## src/common/ex_defines.svh

```systemverilog
`ifndef EX_DEFINES_SVH
`define EX_DEFINES_SVH

// ****************************************
// Execute stage field widths
// ****************************************

`define EX_WORD_W 32 // Data word, PC and branch target
`define EX_REG_W  5
`define EX_SA_W   5  // Shift amount field of R-type shifts
`define EX_IMM_W  16
`define EX_JIDX_W 26 // Instruction index of J and JAL

`endif

```

## src/common/ex_types_pkg.sv

```systemverilog
`default_nettype none

`include "ex_defines.svh"

package ex_types_pkg;

    // ****************************************
    // Vector types with a meaning of their own
    // ****************************************

    typedef logic [`EX_WORD_W-1:0] word_t;

    typedef logic [`EX_REG_W-1:0] reg_addr_t; // Register number in the register file

    typedef logic [`EX_SA_W-1:0] shamt_t;

    // Raw immediate as it sits in the instruction word
    typedef logic [`EX_IMM_W-1:0] imm_t;

    typedef logic [`EX_JIDX_W-1:0] jidx_t;

endpackage

`default_nettype wire

```

## src/common/ex_ctrl_pkg.sv

```systemverilog
`default_nettype none

package ex_ctrl_pkg;

    // ****************************************
    // Decoded control encodings
    // ****************************************

    typedef enum logic [3:0] {
        ALU_ADD  = 4'd0,
        ALU_SUB  = 4'd1,
        ALU_AND  = 4'd2,
        ALU_OR   = 4'd3,
        ALU_XOR  = 4'd4,
        ALU_NOR  = 4'd5,
        ALU_SLT  = 4'd6,
        ALU_SLTU = 4'd7,
        ALU_SLL  = 4'd8,
        ALU_SRL  = 4'd9,
        ALU_SRA  = 4'd10,
        ALU_LUI  = 4'd11
    } alu_op_e;

    typedef enum logic {
        SRC_B_RT  = 1'b0, // Second register operand
        SRC_B_IMM = 1'b1  // Extended immediate
    } src_b_e;

    // BR_NONE is the value a bubble carries
    typedef enum logic [3:0] {
        BR_NONE = 4'd0,
        BR_BEQ  = 4'd1,
        BR_BNE  = 4'd2,
        BR_BLEZ = 4'd3,
        BR_BGTZ = 4'd4,
        BR_BLTZ = 4'd5,
        BR_BGEZ = 4'd6,
        BR_J    = 4'd7,
        BR_JR   = 4'd8
    } br_cond_e;

endpackage

`default_nettype wire

```

## src/common/id_ex_if.sv

```systemverilog
`timescale 1ns/1ps
`default_nettype none

interface id_ex_if import ex_types_pkg::*, ex_ctrl_pkg::*; (
    input wire clk,
    input wire rst_n_i
);
    logic      valid;

    word_t     pc;
    word_t     rs_data;
    word_t     rt_data;
    word_t     ext_imm; // Already sign or zero extended by decode
    shamt_t    sa;
    jidx_t     j_idx;

    alu_op_e   alu_op;
    src_b_e    src_b;
    logic      check_ov;

    br_cond_e  br_cond;
    logic      link; // Write pc+8 instead of the ALU result

    logic      wr_en;
    reg_addr_t wr_dst;

    // Written by the pipeline register
    modport src (
        input  clk, rst_n_i,
        output valid, pc, rs_data, rt_data, ext_imm, sa, j_idx,
        output alu_op, src_b, check_ov, br_cond, link, wr_en, wr_dst
    );

    // ALU side, also taken by the result merge for writeback control
    modport alu (
        input clk, rst_n_i,
        input valid, rs_data, rt_data, ext_imm, sa,
        input alu_op, src_b, check_ov, link, wr_en, wr_dst
    );

    modport br (
        input clk, rst_n_i,
        input valid, pc, rs_data, rt_data, ext_imm, j_idx, br_cond
    );

endinterface

`default_nettype wire

```

## src/branch/ex_branch_unit.sv

```systemverilog
`timescale 1ns/1ps
`default_nettype none

`include "ex_defines.svh"

module ex_branch_unit import ex_types_pkg::*, ex_ctrl_pkg::*; (
    id_ex_if.br   ex_i,
    output logic  br_taken_o,
    output word_t br_target_o,
    output word_t link_addr_o
);
    word_t pc_plus4;
    word_t br_offset;
    word_t cond_target;
    word_t jump_target;
    logic  rs_neg;
    logic  rs_zero;
    logic  cond_met;

    assign pc_plus4    = ex_i.pc + word_t'(4);
    assign link_addr_o = ex_i.pc + word_t'(8); // Return past the delay slot

    assign br_offset   = {ex_i.ext_imm[`EX_WORD_W-3:0], 2'b00};
    assign cond_target = pc_plus4 + br_offset;
    // Stays inside the 256 MB region of the delay slot
    assign jump_target = {pc_plus4[`EX_WORD_W-1:`EX_JIDX_W+2], ex_i.j_idx, 2'b00};

    assign rs_neg  = ex_i.rs_data[`EX_WORD_W-1];
    assign rs_zero = (ex_i.rs_data == '0);

    always_comb begin
        cond_met    = 1'b0;
        br_target_o = cond_target;
        case (ex_i.br_cond)
            BR_BEQ:  cond_met = (ex_i.rs_data == ex_i.rt_data);
            BR_BNE:  cond_met = (ex_i.rs_data != ex_i.rt_data);
            BR_BLEZ: cond_met = rs_neg | rs_zero;
            BR_BGTZ: cond_met = ~rs_neg & ~rs_zero;
            BR_BLTZ: cond_met = rs_neg;
            BR_BGEZ: cond_met = ~rs_neg;
            BR_J: begin
                cond_met    = 1'b1;
                br_target_o = jump_target;
            end
            BR_JR: begin
                cond_met    = 1'b1;
                br_target_o = ex_i.rs_data;
            end
            default: cond_met = 1'b0;
        endcase
    end

    assign br_taken_o = ex_i.valid & cond_met;

    // ****************************************
    // Checks
    // ****************************************

    a_no_taken_bubble: assert property (
        @(posedge ex_i.clk) disable iff (!ex_i.rst_n_i)
        !ex_i.valid |-> !br_taken_o
    );

endmodule

`default_nettype wire

```

## src/flat_wrapper.sv

```systemverilog
// flat-port wrapper written by rule: the top's interface ports become plain ports
module ex_branch_unit_flat import ex_types_pkg::*, ex_ctrl_pkg::*;
  (br_taken_o, br_target_o, link_addr_o, clk, rst_n_i, ex_i_valid, ex_i_pc, ex_i_rs_data, ex_i_rt_data, ex_i_ext_imm, ex_i_j_idx, ex_i_br_cond);
  id_ex_if ex_i_i (.clk(clk), .rst_n_i(rst_n_i));
  output logic br_taken_o;
  output word_t br_target_o;
  output word_t link_addr_o;
  input wire logic clk;
  input wire logic rst_n_i;
  input wire logic [$bits(ex_i_i.valid)-1:0] ex_i_valid;
  input wire logic [$bits(ex_i_i.pc)-1:0] ex_i_pc;
  input wire logic [$bits(ex_i_i.rs_data)-1:0] ex_i_rs_data;
  input wire logic [$bits(ex_i_i.rt_data)-1:0] ex_i_rt_data;
  input wire logic [$bits(ex_i_i.ext_imm)-1:0] ex_i_ext_imm;
  input wire logic [$bits(ex_i_i.j_idx)-1:0] ex_i_j_idx;
  input wire logic [$bits(ex_i_i.br_cond)-1:0] ex_i_br_cond;
  assign ex_i_i.valid = ex_i_valid;
  assign ex_i_i.pc = ex_i_pc;
  assign ex_i_i.rs_data = ex_i_rs_data;
  assign ex_i_i.rt_data = ex_i_rt_data;
  assign ex_i_i.ext_imm = ex_i_ext_imm;
  assign ex_i_i.j_idx = ex_i_j_idx;
  assign ex_i_i.br_cond = ex_i_br_cond;
  ex_branch_unit u_core (.ex_i(ex_i_i), .br_taken_o(br_taken_o), .br_target_o(br_target_o), .link_addr_o(link_addr_o));
endmodule
```

## config.mk

```make
export PLATFORM = sky130hd
export DESIGN_NAME = ex_branch_unit_flat
export DESIGN_NICKNAME = d
export VERILOG_FILES = /design/src/common/ex_types_pkg.sv /design/src/common/ex_ctrl_pkg.sv /design/src/common/id_ex_if.sv /design/src/branch/ex_branch_unit.sv /design/src/flat_wrapper.sv
export VERILOG_INCLUDE_DIRS = /design/src /design/src/common
export SDC_FILE = /design/constraint.sdc
export NUM_CORES = 1
export LEC_CHECK = 0
export BUFFER_PORTS_ARGS = -buffer_cell sky130_fd_sc_hd__buf_2
export CORE_ASPECT_RATIO = 1.25
export CORE_MARGIN = 3
export CORE_UTILIZATION = 45
export DETAILED_ROUTE_END_ITERATION = 6
export PLACE_DENSITY = 0.89
export REMOVE_ABC_BUFFERS = 1
export SLEW_MARGIN = 20
export SYNTH_ARGS = -nofsm -noshare
export SYNTH_HDL_FRONTEND = slang
export SYNTH_SLANG_ARGS = --single-unit
```

## constraint.sdc

```tcl
create_clock -name vclk -period 7.8
set_input_delay 1.17 -clock vclk [all_inputs]
set_output_delay 1.17 -clock vclk [all_outputs]
set_load 0.005 [all_outputs]
```

-- Yosys cells after proc, flatten, opt, wreduce, memory -nomap -nowiden
Index checks and enable logic that the tools add are counted.
- register bits: 0
- output and inout bits: 65
- word-level logic and storage cells: 22
- add/sub/neg operators: 3
- equality and inequality tests: 10
- muxes and demuxes: 2
- bitwise gates (word level): 5
- reduce and logical (&&, ||, !) cells: 2
- operator list (operator ; number):
    32-bit one-hot mux with 2 select lines ; 1
    32-bit by 3-bit adder with 32-bit output, second input constant ; 1
    32-bit adder ; 1
    32-bit by 4-bit adder with 32-bit output, second input constant ; 1
    32-bit == test ; 1
    32-bit logical NOT ; 1
    32-bit inequality test ; 1
    4-bit by 3-bit == test with 1-bit output, second input constant ; 4
    4-bit by 2-bit == test with 1-bit output, second input constant ; 2
    1-bit one-hot mux with 7 select lines ; 1
    4-bit by 1-bit == test with 1-bit output, second input constant ; 1
    4-bit == test, second input constant ; 1
    1-bit bitwise AND ; 2
    1-bit NOT ; 2
    2-bit OR reduction ; 1
    1-bit OR ; 1

-- Longest topological paths before layout
- depth after elaboration: 5
- mapped depth: 16
- gate-level depth less buffers: 16

-- Worst setup path after synthesis
Ideal clock, no wire load.
- kind: in2out
- start: input port ex_i_pc[9]
- end: output port br_target_o[28]
- arrival time: 4429 ps
- setup slack: 2201 ps
- stages: 14
- buffers on the path: 2
- cell sequence: buf_2 -> nand4_2 -> or3_2 -> nor4_4 -> nand2_1 -> nor3_1 -> xor2_1 -> ha_1 -> and3_1 -> clkbuf_1 -> nand4b_1 -> o21ai_0 -> mux2_2 -> o211ai_1
- cells in the longest elaborated chain, start to end: 3
- RTL lines (item ; RTL line ; RTL):
    from (decl) ; flat_wrapper.sv:11 ; input wire logic [$bits(ex_i_i.pc)-1:0] ex_i_pc;
    32-bit by 3-bit adder with 32-bit output * ; ex_branch_unit.sv:20 ; assign pc_plus4 = ex_i.pc + word_t'(4);
    32-bit adder ; ex_branch_unit.sv:24 ; assign cond_target = pc_plus4 + br_offset;
    32-bit one-hot mux with 2 select lines * ; ex_branch_unit.sv:34 ; case (ex_i.br_cond)
    to (decl) ; flat_wrapper.sv:6 ; output word_t br_target_o;
Mark *: on every way between the ends. The rest lies on a longest branch, timed or not.

-- Worst setup path in the final report
- start: input port ex_i_pc[4]
- end: output port br_target_o[28]
The elaborated chain is that of the path after synthesis.

==> run summary <==
The time the worst path needs with I/O delays and setup is about 6300 ps. The area of the die came out at just over 9000 um2. The sequential share of the synthesized area is 0. Synthesis produced a netlist whose cell count is 543. The count of warnings emitted by yosys came out at 0. The weighted congestion reported at the end of routability-driven placement is ~1. The initial antenna violation count is 4. The count of input and output buffers is ~220. The setup TNS after final layout came out at 0 ps. The I/O pin count is 226. In the final layout, flip-flops and latches occupy 0 um2. The largest net degree at the start of global routing came out at 28. In this run the worst hold path is classified as primary input to output port. The largest total area in the synthesized netlist belongs to xor2_1. The number of nets in the final layout came out at 930. The largest fanout on the critical path came out at 6.

The total length of routed met2 wires is between 7000 and 8000 um. The maximum operating frequency is around 0.16 GHz. Counting the clock-network buffers in the layout gives 0. The setup-violating endpoint count in the final report is 0.

The growth of design area from synthesis to finish came out at 29.8%. The post-route total power came out at ~0.34 mW. The number of failing hold endpoints at the final stage is 0. The initial core utilization is 0.467. The total wire length after detailed routing came out at about 15000 um. In the post-synthesis netlist, the biggest area contributors are xor2_1 14%, ha_1 11%, xnor2_1 11%. The top cell type's share of synthesized area is 0.138.

The share of the clock period used by the worst path is 0.810. The floorplan die height came out at about 110 um. The data required time of the worst path came out at 6630 ps. In this run the horizontal extent of the chip is roughly 87 um. The power density over cell area is 71.7 nW/um2. The standard cell core area is 7880 um2. The capturing element type of the critical path is an output port. The static power due to leakage came out at 2.30 nW. The final HPWL from detailed placement is between 10000 and 15000 um. Across the VDD grid, the largest voltage drop is between 40 and 50 uV. The multi-input combinational cells in the finished layout cover a total of approximately 3500 um2. Of the cells placed in the final design, the portion with a size suffix greater than 1 is 0.323. The number of DRC markers after the initial detailed-route iteration came out at between 200 and 300.

The routed length on met3 is around 1300 um. For this run, design rule violations remaining after detail routing come to 0. After detailed routing, no signal wire sits above met5. The routed layout has about 5000 vias. The via density per instance is roughly 6. The transition time of the tightest slew-check pin came out at 953 ps. The finished cells cover approximately 4800 um2. The number of global-route vias before repair was 4837.

The routed length per placed instance is roughly 19 um. The total congestion overflow after global routing came out at 0. In this run, distinct cell masters in the synthesized netlist total 63. The wire length of the first global-routing pass came out at between 20000 and 25000 um.

In this design, the stage delay of the slowest critical-path cell is around 500 ps. The worst setup path is of the primary input to output port kind. The data arrival time at the worst-slack endpoint is just over 5000 ps. Setup repair after global routing left no endpoint under its margin. The flip-flop and latch count came out at 0.

The detailed-route wire length on metal 1 is roughly 5800 um. The average size of a mapped cell came out at 6.77 um2. Across every metal layer, demand over resource in global routing totals 0.307. The post-cts resize count is 0. The count of final max-slew check failures came out at 0.

The fill cell instance count of the final layout is between 700 and 800. The placement row count is 36. The max-slew headroom at the worst pin came out at 0.362. The count of nets left with antenna violations after detail routing came out at 0. The signal on the critical path passes through buf_2, ha_1, nand3_1, or3_2, nor4_4, nand2_1, nor3_1, xor2_1, ha_1, and3_1, nand4b_1, o21ai_0, mux2_2, o211ai_1, buf_2.

The number of iterations in the first detailed-routing pass is 5. The post-CTS setup repair buffer count is 0. The startpoint type of the worst setup path is a primary input.

The cell with the largest stage delay on the worst path is or3_2. The total standard cell area after synthesis came out at around 3700 um2. The max-cap check violation count came out at 0. Buffers inserted to repair hold after CTS numbered 0. The run finished with clean final reports. In this run the cell area measured after placement is between 4000 and 5000 um2.
Yosys cell counts, drive strengths merged, types with 18 or more instances:
library cell and instances:
xnor2 45, a22oi 28, nand3 24, nand2 51, a21oi 22, o21ai 38
xor2 58, nor2 41, clkbuf 23, ha 33, nor4 18, nand4 20
per-layer routing:
| metal | global-route usage | up-vias |
|---|---|---|
| met1 | 0.337 | 2297 |
| li1 | - | 2411 |
| met4 | 0.150 | 4 |
| met3 | 0.0484 | 67 |
| met5 | 0 | - |
| met2 | 0.558 | 265 |
path summary, 6_finish.rpt:
path                       start         endpoint  slack [ps]  cells past startpoint
worst max-delay path  ex_i_pc[4]  br_target_o[28]        1490                     15
worst min-delay path  ex_i_pc[0]   link_addr_o[0]        2560                      2
power by group:
part	leakage (nW)	total (mW)	internal, mW	switching (mW)
combinational	2.30	0.342	0.152	0.191
clock	0.00000634	0.0000000173	0.0000000172	0
sequential	0	0	0	0
cells in the final DEF (no fill, tap or decap), types with 3 or more instances in the layout:
cell type	instances
a211o_1	4
a211oi_1	8
a21o_1	15
a21oi_1	22
a221o_1	3
a22o_1	3
a22oi_1	28
a31oi_1	4
and2_1	3
and3_1	11
buf_2	222
ha_1	33
inv_1	7
mux2i_1	6
nand2_1	51
nand3_1	24
nand4_1	19
nor2_1	41
nor3_1	12
nor4_1	17
o21ai_0	38
o21bai_1	6
o31ai_1	5
or3_1	4
xnor2_1	45
xor2_1	58
cell type report:
class              count  share of cell area
repair buffers       224               0.236
multi-input cells    502               0.733
well taps             95              0.0249
inverters              7             0.00550
diodes                 1            0.000524
critical path, delay by kind of cell:
family	cells	cell delay [ps]
adders and majority gates	2	620
and+or+nand+nor	7	1900
xor gates and xnor gates	1	110
muxes	1	390
AOI/OAI and AO/OA	2	650
buffers and inverters	2	290
cell families (layout without fill, tap and decap cells):
logic type / Yosys count / in the layout / share of synthesized area
other: 0 / 1 / 0
buffers and inverters: 41 / 231 / 0.0493
AO/OA/AOI/OAI: 153 / 153 / 0.279
multiplexers: 7 / 7 / 0.0194
AND/OR/NAND/NOR: 205 / 205 / 0.289
XOR/XNOR: 103 / 103 / 0.245
adder cells (fa/ha/maj): 34 / 34 / 0.118
through the flow:
stage / util / setup slack, ps / instances / hold slack [ps]
after detailed placement: 0.605 / 1540 / 828 / 2560
after global placement: 0.605 / 1600 / 828 / 2560
after floorplan: - / 2370 / 509 / 2340
after global routing: 0.606 / 1180 / 829 / 2560
after CTS: 0.605 / 1540 / 828 / 2560
final: 0.606 / 1490 / 829 / 2560
(Power assumes the default switching activity.)
