--- config.mk ---
export PLATFORM = sky130hd
export DESIGN_NAME = ex_result_merge_flat
export DESIGN_NICKNAME = d
export VERILOG_FILES = /design/src/common/ex_types_pkg.sv /design/src/common/ex_ctrl_pkg.sv /design/src/common/id_ex_if.sv /design/src/verilog/ex_result_merge.sv /design/src/flat_wrapper.sv
export VERILOG_INCLUDE_DIRS = /design/src /design/src/common
export SDC_FILE = /design/constraint.sdc
export NUM_CORES = 1
export LEC_CHECK = 0
export BUFFER_PORTS_ARGS = -buffer_cell sky130_fd_sc_hd__buf_2
export CAP_MARGIN = 20
export CORE_AREA = 2 2 112 114
export CTS_CLUSTER_DIAMETER = 150
export DETAILED_ROUTE_END_ITERATION = 8
export DIE_AREA = 0 0 114 116
export SYNTH_ARGS = -nofsm -noshare
export SYNTH_HDL_FRONTEND = slang
export SYNTH_SLANG_ARGS = --single-unit
--- constraint.sdc ---
create_clock -name clk -period 2.2 [get_ports clk]
set_input_delay 0.33 -clock clk [delete_from_list [all_inputs] [get_ports clk]]
set_output_delay 0.33 -clock clk [all_outputs]
set_load 0.02 [all_outputs]
--- src/common/ex_defines.svh ---
`ifndef EX_DEFINES_SVH
`define EX_DEFINES_SVH

// ****************************************
// Execute stage field widths
// ****************************************

`define EX_WORD_W 32 // Data word, PC and branch target
`define EX_REG_W  5
`define EX_SA_W   5  // Shift amount field of R-type shifts
`define EX_IMM_W  16
`define EX_JIDX_W 26 // Instruction index of J and JAL

`endif

--- src/common/ex_types_pkg.sv ---
`default_nettype none

`include "ex_defines.svh"

package ex_types_pkg;

    // ****************************************
    // Vector types with a meaning of their own
    // ****************************************

    typedef logic [`EX_WORD_W-1:0] word_t;

    typedef logic [`EX_REG_W-1:0] reg_addr_t; // Register number in the register file

    typedef logic [`EX_SA_W-1:0] shamt_t;

    // Raw immediate as it sits in the instruction word
    typedef logic [`EX_IMM_W-1:0] imm_t;

    typedef logic [`EX_JIDX_W-1:0] jidx_t;

endpackage

`default_nettype wire

--- src/common/ex_ctrl_pkg.sv ---
`default_nettype none

package ex_ctrl_pkg;

    // ****************************************
    // Decoded control encodings
    // ****************************************

    typedef enum logic [3:0] {
        ALU_ADD  = 4'd0,
        ALU_SUB  = 4'd1,
        ALU_AND  = 4'd2,
        ALU_OR   = 4'd3,
        ALU_XOR  = 4'd4,
        ALU_NOR  = 4'd5,
        ALU_SLT  = 4'd6,
        ALU_SLTU = 4'd7,
        ALU_SLL  = 4'd8,
        ALU_SRL  = 4'd9,
        ALU_SRA  = 4'd10,
        ALU_LUI  = 4'd11
    } alu_op_e;

    typedef enum logic {
        SRC_B_RT  = 1'b0, // Second register operand
        SRC_B_IMM = 1'b1  // Extended immediate
    } src_b_e;

    // BR_NONE is the value a bubble carries
    typedef enum logic [3:0] {
        BR_NONE = 4'd0,
        BR_BEQ  = 4'd1,
        BR_BNE  = 4'd2,
        BR_BLEZ = 4'd3,
        BR_BGTZ = 4'd4,
        BR_BLTZ = 4'd5,
        BR_BGEZ = 4'd6,
        BR_J    = 4'd7,
        BR_JR   = 4'd8
    } br_cond_e;

endpackage

`default_nettype wire

--- src/common/id_ex_if.sv ---
`timescale 1ns/1ps
`default_nettype none

interface id_ex_if import ex_types_pkg::*, ex_ctrl_pkg::*; (
    input wire clk,
    input wire rst_n_i
);
    logic      valid;

    word_t     pc;
    word_t     rs_data;
    word_t     rt_data;
    word_t     ext_imm; // Already sign or zero extended by decode
    shamt_t    sa;
    jidx_t     j_idx;

    alu_op_e   alu_op;
    src_b_e    src_b;
    logic      check_ov;

    br_cond_e  br_cond;
    logic      link; // Write pc+8 instead of the ALU result

    logic      wr_en;
    reg_addr_t wr_dst;

    // Written by the pipeline register
    modport src (
        input  clk, rst_n_i,
        output valid, pc, rs_data, rt_data, ext_imm, sa, j_idx,
        output alu_op, src_b, check_ov, br_cond, link, wr_en, wr_dst
    );

    // ALU side, also taken by the result merge for writeback control
    modport alu (
        input clk, rst_n_i,
        input valid, rs_data, rt_data, ext_imm, sa,
        input alu_op, src_b, check_ov, link, wr_en, wr_dst
    );

    modport br (
        input clk, rst_n_i,
        input valid, pc, rs_data, rt_data, ext_imm, j_idx, br_cond
    );

endinterface

`default_nettype wire

--- src/verilog/ex_result_merge.sv ---
`timescale 1ns/1ps
`default_nettype none

module ex_result_merge import ex_types_pkg::*; (
    input  wire         clk,
    input  wire         rst_n_i,
    input  wire         stall_i,
    input  wire         exception_flush_i,

    id_ex_if.alu        ex_i,
    input  wire word_t  alu_result_i,
    input  wire         alu_ov_i,
    input  wire         br_taken_i,
    input  wire word_t  br_target_i,
    input  wire word_t  link_addr_i,

    output logic        out_valid_o,
    output logic        out_wr_en_o,
    output reg_addr_t   out_wr_dst_o,
    output word_t       out_result_o,
    output logic        redirect_o,
    output word_t       redirect_target_o,
    output logic        exc_ov_o
);
    logic ov_trap;

    // Overflow only traps for the add and subtract forms that ask for it
    assign ov_trap = ex_i.valid & ex_i.check_ov & alu_ov_i;

    // ****************************************
    // Control state
    // ****************************************

    always_ff @(posedge clk or negedge rst_n_i) begin
        if (!rst_n_i) begin
            out_valid_o <= 1'b0;
            out_wr_en_o <= 1'b0;
            redirect_o  <= 1'b0;
            exc_ov_o    <= 1'b0;
        end else if (exception_flush_i) begin
            out_valid_o <= 1'b0;
            out_wr_en_o <= 1'b0;
            redirect_o  <= 1'b0;
            exc_ov_o    <= 1'b0;
        end else if (!stall_i) begin
            out_valid_o <= ex_i.valid;
            out_wr_en_o <= ex_i.valid & ex_i.wr_en & ~ov_trap; // Trapped result is dropped
            redirect_o  <= ex_i.valid & br_taken_i;
            exc_ov_o    <= ov_trap;
        end
    end

    // ****************************************
    // Payload
    // ****************************************

    always_ff @(posedge clk) begin
        if (!stall_i) begin
            out_wr_dst_o      <= ex_i.wr_dst;
            out_result_o      <= ex_i.link ? link_addr_i : alu_result_i;
            redirect_target_o <= br_target_i;
        end
    end

    a_no_write_on_trap: assert property (
        @(posedge clk) disable iff (!rst_n_i)
        !(exc_ov_o && out_wr_en_o)
    );

endmodule

`default_nettype wire

--- src/flat_wrapper.sv ---
// flat-port wrapper written by rule: the top's interface ports become plain ports
module ex_result_merge_flat import ex_types_pkg::*;
  (clk, rst_n_i, stall_i, exception_flush_i, alu_result_i, alu_ov_i, br_taken_i, br_target_i, link_addr_i, out_valid_o, out_wr_en_o, out_wr_dst_o, out_result_o, redirect_o, redirect_target_o, exc_ov_o, ex_i_valid, ex_i_rs_data, ex_i_rt_data, ex_i_ext_imm, ex_i_sa, ex_i_alu_op, ex_i_src_b, ex_i_check_ov, ex_i_link, ex_i_wr_en, ex_i_wr_dst);
  id_ex_if ex_i_i (.clk(clk), .rst_n_i(rst_n_i));
  input  wire clk;
  input  wire rst_n_i;
  input  wire stall_i;
  input  wire exception_flush_i;
  input  wire word_t alu_result_i;
  input  wire alu_ov_i;
  input  wire br_taken_i;
  input  wire word_t br_target_i;
  input  wire word_t link_addr_i;
  output logic out_valid_o;
  output logic out_wr_en_o;
  output reg_addr_t out_wr_dst_o;
  output word_t out_result_o;
  output logic redirect_o;
  output word_t redirect_target_o;
  output logic exc_ov_o;
  input wire logic [$bits(ex_i_i.valid)-1:0] ex_i_valid;
  input wire logic [$bits(ex_i_i.rs_data)-1:0] ex_i_rs_data;
  input wire logic [$bits(ex_i_i.rt_data)-1:0] ex_i_rt_data;
  input wire logic [$bits(ex_i_i.ext_imm)-1:0] ex_i_ext_imm;
  input wire logic [$bits(ex_i_i.sa)-1:0] ex_i_sa;
  input wire logic [$bits(ex_i_i.alu_op)-1:0] ex_i_alu_op;
  input wire logic [$bits(ex_i_i.src_b)-1:0] ex_i_src_b;
  input wire logic [$bits(ex_i_i.check_ov)-1:0] ex_i_check_ov;
  input wire logic [$bits(ex_i_i.link)-1:0] ex_i_link;
  input wire logic [$bits(ex_i_i.wr_en)-1:0] ex_i_wr_en;
  input wire logic [$bits(ex_i_i.wr_dst)-1:0] ex_i_wr_dst;
  assign ex_i_i.valid = ex_i_valid;
  assign ex_i_i.rs_data = ex_i_rs_data;
  assign ex_i_i.rt_data = ex_i_rt_data;
  assign ex_i_i.ext_imm = ex_i_ext_imm;
  assign ex_i_i.sa = ex_i_sa;
  assign ex_i_i.alu_op = ex_i_alu_op;
  assign ex_i_i.src_b = ex_i_src_b;
  assign ex_i_i.check_ov = ex_i_check_ov;
  assign ex_i_i.link = ex_i_link;
  assign ex_i_i.wr_en = ex_i_wr_en;
  assign ex_i_i.wr_dst = ex_i_wr_dst;
  ex_result_merge u_core (.clk(clk), .rst_n_i(rst_n_i), .stall_i(stall_i), .exception_flush_i(exception_flush_i), .ex_i(ex_i_i), .alu_result_i(alu_result_i), .alu_ov_i(alu_ov_i), .br_taken_i(br_taken_i), .br_target_i(br_target_i), .link_addr_i(link_addr_i), .out_valid_o(out_valid_o), .out_wr_en_o(out_wr_en_o), .out_wr_dst_o(out_wr_dst_o), .out_result_o(out_result_o), .redirect_o(redirect_o), .redirect_target_o(redirect_target_o), .exc_ov_o(exc_ov_o));
endmodule
# Word level (Yosys, flattened, before mapping)
# Index checks and enable logic that the tools add are counted.
# op_classes
eq_ne,1
muxes,9
n_bitwise,6
# ops
operator,n
2-to-1 mux 32 bit,1
2-to-1 mux 1 bit,8
AND 1 bit,5
"!= test 2 x 1 -> 1 bit, second input constant",1
NOT 1 bit,1
# totals
regBits,73
in_bits,217
output_inout_bits,73
wordCells,23

# Logic depth before layout (Yosys ltp)
# depth
ltp_word,6
ltp_mapped,3
depth_no_buf,2

# Least setup slack after synthesis
# No wires, ideal clock.
# synth_path
path_kind,input to register
from,in stall_i
to,"reg u_core.out_result_o[0], enable pin"
setup_ns,0.423
arrival_time_ns,1.827
required_ns,1.777
setup_slack_ns,-0.050
stages,2
path_buffers,1
path_cell_list,clkbuf_2 inv_1
# synth_lines
item,line,text
start: declaration,flat_wrapper.sv:7,input wire stall_i;
end signal: assignment,ex_result_merge.sv:60,out_result_o <= ex_i.link ? link_addr_i : alu_result_i;
end: declaration,ex_result_merge.sv:20,"output word_t out_result_o,"
# No word-level cell between the ends.

# Worst setup path after layout
# layout_path
from,reg u_core.out_result_o[27]
to,out out_result_o[27]
# layout_lines
item,line,text
end: declaration,flat_wrapper.sv:17,output word_t out_result_o;
# No word-level cell between the ends.

==> run summary <==
Sequential share of the synthesized area: 77.6%
Finish-stage setup viols: 0
Hold Path Class: primary input to register
Total CTS buffers: 9
Crit-path max cell delay: 0.40 ns
Remaining DRCs: 0
Total wire length: 6960 µm
Max Cap Violations: 0
Unrepaired setup endpoints after global routing: no
Syn Nets: 340
Routed Antenna Nets: 0
Synthesized flop and latch total: 73
Vias: 1859
Area grow syn2layout: 48.5%
Die X: 114 µm
Actual slew at the worst max-slew pin: 0.431 ns
Final Hold Fails: 0
Max VDD drop: 0.363 mV
Hold slack final: 0.174 ns
CTS sink count: 73
DIE AREA: 13200 µm²
CP max-delay cell: edfxtp_1
H-tree levels: 3
Worst skew pair latency: 0.32 ns
Worst Setup Slack post-DPL: 0.640 ns
Outcome: finished clean
HPWL Detailed: 5350 µm
Fmax: 0.810 GHz
Die Span Y: 116 µm
Initial Util: 23.5%
Syn Area/Cell: 22.8 µm²
Crit path cell chain: buf_2
Dpl cell area: 3870 µm²
Initial antenna violation count: 4
Post-CTS sizing: 0
Largest net degree at the start of global routing: 70
Std-Cell Rows: 40
Tmin final: 1.24 ns
DRT Pass-1 Iters: 4
Clk_skew: 0 ns
Routability cong.: 0.694
Cell count after synthesis: 123
CTS root buf: clkbuf_16
Crit path max-delay family: flip-flops
Fin nets: 532
Slew Limit Fails: 0
Synth warn: 0
Crit start category: register
Core region area: 11900 µm²
WP buf/inv: 1
PwrDens: 858 nW/µm²
I/O Pins: 290
Mapped cell area: 2800 µm²
Tcrit/Tclk final: 56.1%
CTS tree: built
# port buffers: 183
Synth cell types: 16
GRT Total Usage: 10.5%
Fin area: 4160 µm²
WP data required: 1.87 ns
Leak: 0.00190 µW
Buffer count from post-CTS setup fixing: 0
Slew headroom: 71.3%
TNS Setup: 0 ns
Critical path capture point type: output port
Grt ovf: 0
Worst-path clk slew: 0.06 ns
Final WS setup: 0.965 ns
Tot Pwr: 3560 µW
Maximum clock path buffer count: 2
Post-CTS Hold Buffers: 1
Vias/cell: 3.98
Fraction of layout cells with a size suffix above 1: 72.0%
Crit path DAT: 0.91 ns
First-pass GRT wire length: 9990 µm
DR WL/cell: 14.9 µm
1st-iter DRT viols: 71
Vias in the first global route: 1876
Kind of critical path: register to output port
Worst Path Max Fanout: 1
## report_power, final
part | leakage [µW] | internal (µW) | switching [µW] | total (µW)
combinational | 0.00104 | 219 | 281 | 500
sequential | 0.000730 | 1650 | 25.2 | 1680
clock | 0.000130 | 853 | 534 | 1390
total | 0.00190 | 2720 | 841 | 3560
## metal layers
metal	part of all wire, %	track usage [%]
met3	16	7.58
met4	1.2	3.66
met1	42	12.4
met2	41	14.8
met5	0.35	0
## sequential cells by signal (all words and copies together) (netlist names)
register	cells
u_core.exc_ov_o	1
u_core.out_result_o	32
u_core.out_valid_o	1
u_core.out_wr_dst_o	5
u_core.out_wr_en_o	1
u_core.redirect_o	1
u_core.redirect_target_o	32
## worst paths after layout
| path | cells after the start | slack [ns] | to | from |
|---|---|---|---|---|
| max | 1 | 0.96 | out_result_o[27] | u_core.out_result_o[27]$_DFFE_PN_ |
| min | 1 | 0.17 | u_core.out_wr_dst_o[4]$_DFFE_PN_ | ex_i_wr_dst[4] |
| max reg2reg | 2 | 1.33 | u_core.out_wr_en_o$_DFFE_PN0P_ | u_core.out_wr_en_o$_DFFE_PN0P_ |
| min reg2reg | 2 | 0.53 | u_core.redirect_o$_DFFE_PN0P_ | u_core.redirect_o$_DFFE_PN0P_ |
| max in group asynchronous | 2 | 1.74 | u_core.exc_ov_o$_DFFE_PN0P_ | rst_n_i |
| min in group asynchronous | 2 | 0.34 | u_core.out_wr_en_o$_DFFE_PN0P_ | rst_n_i |
## cells in the mapped netlist, drive strengths merged
cell type | number | area [µm²]
nand4b | 1 | 8.76
inv | 1 | 3.75
a21oi | 2 | 10.0
a41o | 1 | 10.0
dfrtp | 4 | 100
clkbuf | 1 | 5.00
nand3b | 1 | 7.51
mux2i | 1 | 10.0
edfxtp | 69 | 2070
nor2 | 2 | 7.51
buf | 4 | 71.3
nand2 | 3 | 11.3
mux2 | 32 | 473
and3b | 1 | 8.76
## cells in the final DEF, fill, tap and decap left out
| master | synthesis | layout |
|---|---|---|
| a41o_1 | 1 | 1 |
| clkbuf_16 | 0 | 9 |
| a21oi_1 | 2 | 2 |
| and3b_1 | 1 | 1 |
| nand4b_1 | 1 | 1 |
| buf_2 | 0 | 183 |
| mux2i_1 | 1 | 1 |
| clkinv_1 | 0 | 3 |
| diode_2 | 0 | 2 |
| nor2_1 | 2 | 2 |
| dfrtp_1 | 4 | 4 |
| mux2_2 | 2 | 2 |
| nand2_1 | 3 | 3 |
| edfxtp_1 | 69 | 69 |
| buf_12 | 3 | 2 |
| bufinv_16 | 0 | 1 |
| nand3b_1 | 1 | 1 |
| clkinvlp_4 | 0 | 2 |
| mux2_4 | 30 | 30 |
| dlygate4sd3_1 | 0 | 1 |
## cell families (layout without fill, tap and decap cells)
family | after synthesis | after routing | synth area share (%)
flops | 73 | 73 | 77.6
buf+inv | 6 | 201 | 2.86
compound gates | 3 | 3 | 0.715
mux | 33 | 33 | 17.3
simple gates | 8 | 8 | 1.56
other cells | 0 | 2 | 0
## layout make-up
type,count,area [µm²]
Fill cell,1177,7760
Antenna cell,2,5.00
Multi-Input combinational cell,44,547
Inverter,1,7.51
Tap cell,147,184
Sequential cell,73,2170
Clock inverter,5,48.8
Clock buffer,9,225
Timing Repair Buffer,186,966
## through the flow
stage | std cells | util [%]
2_1_floorplan | 123 | -
3_3_place_gp | 450 | 32.5
3_5_place_dp | 450 | 32.5
4_1_cts | 465 | 34.8
5_1_grt | 465 | 34.8
6_report | 467 | 34.9
(Power assumes the default switching activity.)
